--- src/logic/mult_pkg.sv ---
/*
 * Shared widths and packet types for the integer multiply unit.
 * Modules refer to these by scoped name, e.g. mult_pkg::issue_pkt_t.
 */
package mult_pkg;

	localparam int XLEN      = 64;
	localparam int ROB_IDX_W = 5;
	localparam int PRF_IDX_W = 6;

	// operate format with rb as the second source
	typedef struct packed {
		logic [5:0] opcode;
		logic [4:0] ra;
		logic [4:0] rb;
		logic [2:0] sbz;
		logic       lit_flag;
		logic [6:0] func;
		logic [4:0] rc;
	} inst_reg_t;

	// operate format with an 8-bit literal in place of rb
	typedef struct packed {
		logic [5:0] opcode;
		logic [4:0] ra;
		logic [7:0] lit8;
		logic       lit_flag;
		logic [6:0] func;
		logic [4:0] rc;
	} inst_lit_t;

	typedef union packed {
		inst_reg_t r;
		inst_lit_t l;
	} inst_word_u;

	// one issued multiply
	typedef struct packed {
		logic [XLEN-1:0]      opa;
		logic [XLEN-1:0]      opb;
		inst_word_u           inst;
		logic [ROB_IDX_W-1:0] rob_idx;
		logic [PRF_IDX_W-1:0] dest_tag;
	} issue_pkt_t;

	// one finished result on the common data bus
	typedef struct packed {
		logic [XLEN-1:0]      result;
		logic [ROB_IDX_W-1:0] rob_idx;
		logic [PRF_IDX_W-1:0] dest_tag;
	} cdb_pkt_t;

endpackage

--- src/logic/cdb_result_queue.sv ---
/*
 * Result FIFO in front of the common data bus.
 * Credits cover results in flight and results stored, so the pipe can
 * always write and issue_ready_o drops once every slot is promised.
 */
`timescale 1ns/10ps

module cdb_result_queue #(
	parameter int QUEUE_DEPTH = 4
) (
	input  logic               clock,
	input  logic               reset,
	input  logic               issue_valid_i,
	output logic               issue_ready_o,
	output logic               accept_o,
	input  logic               wr_valid_i,
	input  mult_pkg::cdb_pkt_t wr_pkt_i,
	output logic               cdb_valid_o,
	output mult_pkg::cdb_pkt_t cdb_pkt_o,
	input  logic               cdb_ready_i
);

	localparam int PTR_W = $clog2(QUEUE_DEPTH);
	localparam int CNT_W = $clog2(QUEUE_DEPTH + 1);
	localparam logic [PTR_W-1:0] LAST_PTR = PTR_W'(QUEUE_DEPTH - 1);
	localparam logic [CNT_W-1:0] MAX_CREDITS = CNT_W'(QUEUE_DEPTH);

	mult_pkg::cdb_pkt_t mem [QUEUE_DEPTH];

	logic [PTR_W-1:0] wr_ptr;
	logic [PTR_W-1:0] rd_ptr;
	logic [PTR_W-1:0] rd_ptr_next;
	logic [CNT_W-1:0] credits;
	logic             nonempty_r;
	logic             pop;

	// ready comes from registered state only
	assign issue_ready_o = (credits != MAX_CREDITS);
	assign accept_o      = issue_valid_i & issue_ready_o;

	assign cdb_valid_o = nonempty_r;
	assign cdb_pkt_o   = mem[rd_ptr];
	assign pop         = nonempty_r & cdb_ready_i;

	assign rd_ptr_next = (rd_ptr == LAST_PTR) ? '0 : rd_ptr + 1'b1;

	always_ff @(posedge clock) begin
		if (wr_valid_i) begin
			mem[wr_ptr] <= wr_pkt_i;
		end
	end

	always_ff @(posedge clock) begin
		if (reset) begin
			wr_ptr     <= '0;
			rd_ptr     <= '0;
			nonempty_r <= 1'b0;
		end else begin
			if (wr_valid_i) begin
				wr_ptr <= (wr_ptr == LAST_PTR) ? '0 : wr_ptr + 1'b1;
			end
			if (pop) begin
				rd_ptr <= rd_ptr_next;
			end
			// a pop with no write empties the queue when read meets write
			if (wr_valid_i) begin
				nonempty_r <= 1'b1;
			end else if (pop) begin
				nonempty_r <= (rd_ptr_next != wr_ptr);
			end
		end
	end

	// credit taken on accept, returned on pop
	always_ff @(posedge clock) begin
		if (reset) begin
			credits <= '0;
		end else begin
			case ({accept_o, pop})
				2'b10:   credits <= credits + 1'b1;
				2'b01:   credits <= credits - 1'b1;
				default: credits <= credits;
			endcase
		end
	end

endmodule

--- config.mk ---
export PLATFORM = sky130hd
export DESIGN_NAME = cdb_result_queue
export DESIGN_NICKNAME = d
export VERILOG_FILES = /design/src/logic/mult_pkg.sv /design/src/logic/cdb_result_queue.sv
export SDC_FILE = /design/constraint.sdc
export NUM_CORES = 1
export LEC_CHECK = 0
export ABC_AREA = 1
export BUFFER_PORTS_ARGS = -buffer_cell sky130_fd_sc_hd__buf_4
export CORE_MARGIN = 3
export CORE_UTILIZATION = 60
export DETAILED_ROUTE_END_ITERATION = 8
export GPL_TIMING_DRIVEN = 0
export PLACE_DENSITY = 0.87
export SYNTH_ARGS = -nofsm -noshare
export SYNTH_HDL_FRONTEND = slang
export SYNTH_SLANG_ARGS = --single-unit
export TNS_END_PERCENT = 20
--- constraint.sdc ---
create_clock -name clock -period 4.15 [get_ports clock]
set_clock_uncertainty 0.1 [all_clocks]
set_input_delay 0.83 -clock clock [delete_from_list [all_inputs] [get_ports clock]]
set_output_delay 0.83 -clock clock [all_outputs]
set_load 0.01 [all_outputs]
# ---- Yosys cells after proc, flatten, opt, wreduce, memory -nomap -nowiden
# Memories as Yosys holds them, arrays and structs flattened. A register that Yosys moved wholly into a read port is not among the register bits.
# Cells that the tools add are included.
dict set report totals {
  ff_bits 8
  ramBits 300
  in_bits 80
  out_inout_bits 78
  word_cells 28
  n_memories 1
}
dict set report classes {
  add_sub_neg 4
  n_eq_ne 6
  n_mux 9
  bitwise_logic 2
  reduce_logical 2
}
# name depth width read_ports rd_ports_with_merged_regs wr line_no
set memory_table {}
lappend memory_table {mem 4 75 1 1 1 cdb_result_queue.sv:28} ;# mult_pkg::cdb_pkt_t mem [QUEUE_DEPTH];
# op count
set ops {}
lappend ops {{2-bit 2-to-1 mux} 4}
lappend ops {{2-bit == test, second input constant} 3}
lappend ops {{3-bit one-hot mux with 2 select lines} 1}
lappend ops {{2-bit by 1-bit adder with 2-bit output, second input constant} 2}
lappend ops {{1-bit 2-to-1 mux} 4}
lappend ops {{2-bit nonzero test} 2}
lappend ops {{3-bit by 1-bit adder with 3-bit output, second input constant} 1}
lappend ops {{3-bit != test, second input constant} 1}
lappend ops {{3-bit by 1-bit subtractor with 3-bit output, second input constant} 1}
lappend ops {{1-bit AND} 2}
lappend ops {{2-bit by 1-bit == test with 1-bit output, second input constant} 1}
lappend ops {{2-bit != test} 1}

# ---- Longest topological paths before layout
dict set report logic_depth {
  depth_word 5
  depth_mapped 12
  depth_no_buf 12
}

# ---- Worst setup path before layout
# OpenSTA, ideal clock, no wires.
dict set report synth_path {
  kind {input -> register}
  from {input wr_valid_i}
  to {memory mem[3][0] (netlist bit), enable pin}
  arrival_time_ps 2320
  path_slack_ps 1301
  stages 2
  path_cell_list {nand2_1 > inv_1}
}
dict set report synth_between {
  elab_chain_cells 2
}
# item line_no
set synth_rtl {}
lappend synth_rtl {{from (decl)} cdb_result_queue.sv:16} ;# input logic wr_valid_i,
lappend synth_rtl {{1-bit 2-to-1 mux} cdb_result_queue.sv:48} ;# if (wr_valid_i) begin
lappend synth_rtl {{1-bit 2-to-1 mux (implied by the code)} cdb_result_queue.sv:49} ;# mem[wr_ptr] <= wr_pkt_i;
lappend synth_rtl {{to (decl)} cdb_result_queue.sv:28}
# No other way between the ends.

==> impl_metrics.toml <==
[outcome]
status = "completed"

[floorplan]
fp-row-count = 51
die_area_um2 = 22200
die-width_um = 149
start_util_pct = 62.0
die_h_um = 149
coreArea_um2 = 19800
io_pins = 158

[clocking]
cts.htree.levels = 1
cts-hold-fix-buffers = 0
cts.sinks = 310
insertion_delay_ps = 530
path_clk_slew_ps = 60
cts_buffers = 29
cts_tree = "built"
cts_resized = 0
cts_root_buf = "clkbuf_16"
clockBufferDepth = 3
cts_setup_buffers = 0

[synthesis]
synthMuxAreaShare_pct = 0
ys_ff_latch = 310
synthSimpleGateAreaFrac_pct = 8.13
synth_compound_area_share_pct = 12.6
synth_warnings = 0
synth_xor_xnor_area_share_pct = 0
synthAdderAreaFrac_pct = 0.775
synth_top_family_by_area = "compound AO/OA/AOI/OAI gates"
yosysSeqAreaShare_pct = 75.1
synth_cells = 800
syn_nets = 887
synth_ff_type = "edfxtp_1"
synth_edf_count = 300
synth-async-reset-ratio_pct = 0
synth_area_um2 = 12300
syn_avg_cell_area_um2 = 15.3
ys_types = 25

[global_route]
antenna_found_initial = 0
grt_pass1_wl_mm = 40.2
grt_pass1_vias = 7425
grt_max_degree = 61
grt_overflow_total = 0
grt.total_usage_pct = 23.5

[timing]
slew_violations = 0
setup_tns_ps = 0
max_freq_mhz = 304
finalCritPeriodShare_pct = 79.3
worst_pin_slew_ps = 589
maxSlewHeadroom_pct = 60.7
period_needed_ps = 3290
rsz0062_at_grt = "no"
setup_viol = 0
hold_viol_final = 0

[worst_setup_path]
cp.arrival_ps = 2360
cp-start-kind = "register"
critPathMaxFanout = 10
crit_chain = "buf_6 -> inv_6 -> clkbuf_1 -> o21ai_0 -> o22ai_2 -> buf_4"
criticalPathCategory = "reg -> out"
crit_slowest_cell = "dfxtp_1"
cp_slowest_stage_delay_ps = 630
end_kind = "output pin"
required_ps = 3220

[place]
dpl_cell_area_um2 = 13900
dp_hpwl_mm = 16.0
port_buffers = 157
gp_congestion = 0.784

[route]
avgViaCountPerCell = 5.81
drc = 0
drt_iter0_markers = 708
vias = 7419
dr.pass1.iters = 5
drt_wl_total_mm = 26.3
postRouteAntennaNets = 0
avgRoutedWirePerCell_um = 20.6

[run]
max_cap_viol_count = 0

[final_layout]
drive_gt1_share_pct = 32.3
fillers = 1134
utilization_pct = 75.2
nets = 1079
num_antenna_cells = 0
postLayoutCellArea_um2 = 14900
area_growth_pct = 21.2

[pwr]
peakVddDrop_v = 0.000392
power_density_nw_per_um2 = 480
leakage_nw = 5.24

[worst_hold_path]
worstHoldPathType = "in -> reg"
## worst max-delay path: cells and delay by family, from the launching register on
kind	cells	cell delay [ps]
DFF	1	630
AOI/OAI and AO/OA	2	430
buffers and inverters	4	750
## synth_stat cells, types with 3 or more instances
cell	n	area share [%]
o22ai_1	35	1.8
dfxtp_1	10	1.6
nand2_1	14	0.43
inv_1	19	0.58
nand3_1	3	0.12
ha_1	6	0.61
nor2_4	40	3.7
a21oi_1	5	0.20
buf_6	6	0.55
buf_2	13	0.53
o21ai_0	132	5.4
nor2_2	10	0.51
buf_12	5	0.82
o22ai_2	40	4.1
o21ai_2	5	0.36
nor2_1	108	3.3
o21ai_1	20	0.82
edfxtp_1	300	73
clkbuf_1	23	0.70
## state kept, by name, summed over array words and instances (netlist names), named ones only
signal	flops
credits	3
mem	300
rd_ptr	2
cdb_valid_o	1
wr_ptr	2
## per-layer routing
layer | up-vias | wire length, um | track usage [%]
met4 | 0 | 629 | 7.23
met3 | 59 | 2200 | 4.04
li1 | 3381 | - | -
met1 | 3615 | 10300 | 32.1
met5 | - | 0 | 0
met2 | 364 | 13200 | 39.1
## worst paths after layout
| path | from | endpoint | slack [ps] | depth (start not counted) |
|---|---|---|---|---|
| max | register | cdb_pkt_o[20] | 860 | 6 |
| min | reset | wr_ptr[0] | 350 | 2 |
| max reg2reg | wr_ptr[1] | mem[0][20] | 2240 | 5 |
| min reg2reg | credits[0] | credits[0] | 440 | 2 |
## kinds of logic (layout without fill, tap and decap cells)
family | count (synthesis) | in the layout
AND/OR/NAND/NOR | 177 | 177
adder cells (fa/ha/maj) | 7 | 7
buffers and inverters | 69 | 281
AO/OA/AOI/OAI | 237 | 237
flip-flops | 310 | 310
## layout by cell type (no fill, tap or decap), drive strengths merged
master / Yosys / layout
fa: 1 / 1
o22ai: 75 / 75
nand4: 1 / 1
nor3: 1 / 1
clkinvlp: 0 / 1
ha: 6 / 6
edfxtp: 300 / 300
inv: 21 / 22
nand3: 3 / 3
buf: 25 / 186
bufinv: 0 / 6
nand2: 14 / 14
clkinv: 0 / 8
clkbuf: 23 / 58
a21oi: 5 / 5
nor2: 158 / 158
dfxtp: 10 / 10
o21ai: 157 / 157
## report_power, final
| group | internal, W | leakage, nW | switching [W] |
|---|---|---|---|
| registers | 0.00357 | 2.84 | 0.0000377 |
| clock network | 0.00165 | 0.474 | 0.00107 |
| logic | 0.000336 | 1.92 | 0.000478 |
## layout make-up
cell class / instances / area (um^2) / area share (%)
tap: 265 / 332 / 2.23
clock buffer: 35 / 748 / 5.03
buffer: 48 / 334 / 2.25
inverter: 21 / 93.8 / 0.631
clock inverter: 16 / 230 / 1.55
timing repair buffer: 161 / 1280 / 8.62
sequential: 310 / 9210 / 61.9
multi-input combinational: 421 / 2640 / 17.8
## stage by stage
stage / setup slack [ps] / power (W) / std cells / hold WS [ps]
final: 861 / 0.00714 / 1277 / 352
after CTS: 836 / 0.00716 / 1277 / 340
after global placement: 117 / 0.00446 / 1222 / 418
after floorplan: 1300 / 0.00409 / 800 / 397
after detailed placement: 1430 / 0.00449 / 1226 / 432
after global routing: 737 / 0.00737 / 1277 / 345
Note: power is estimated with default switching activity, not from simulation.
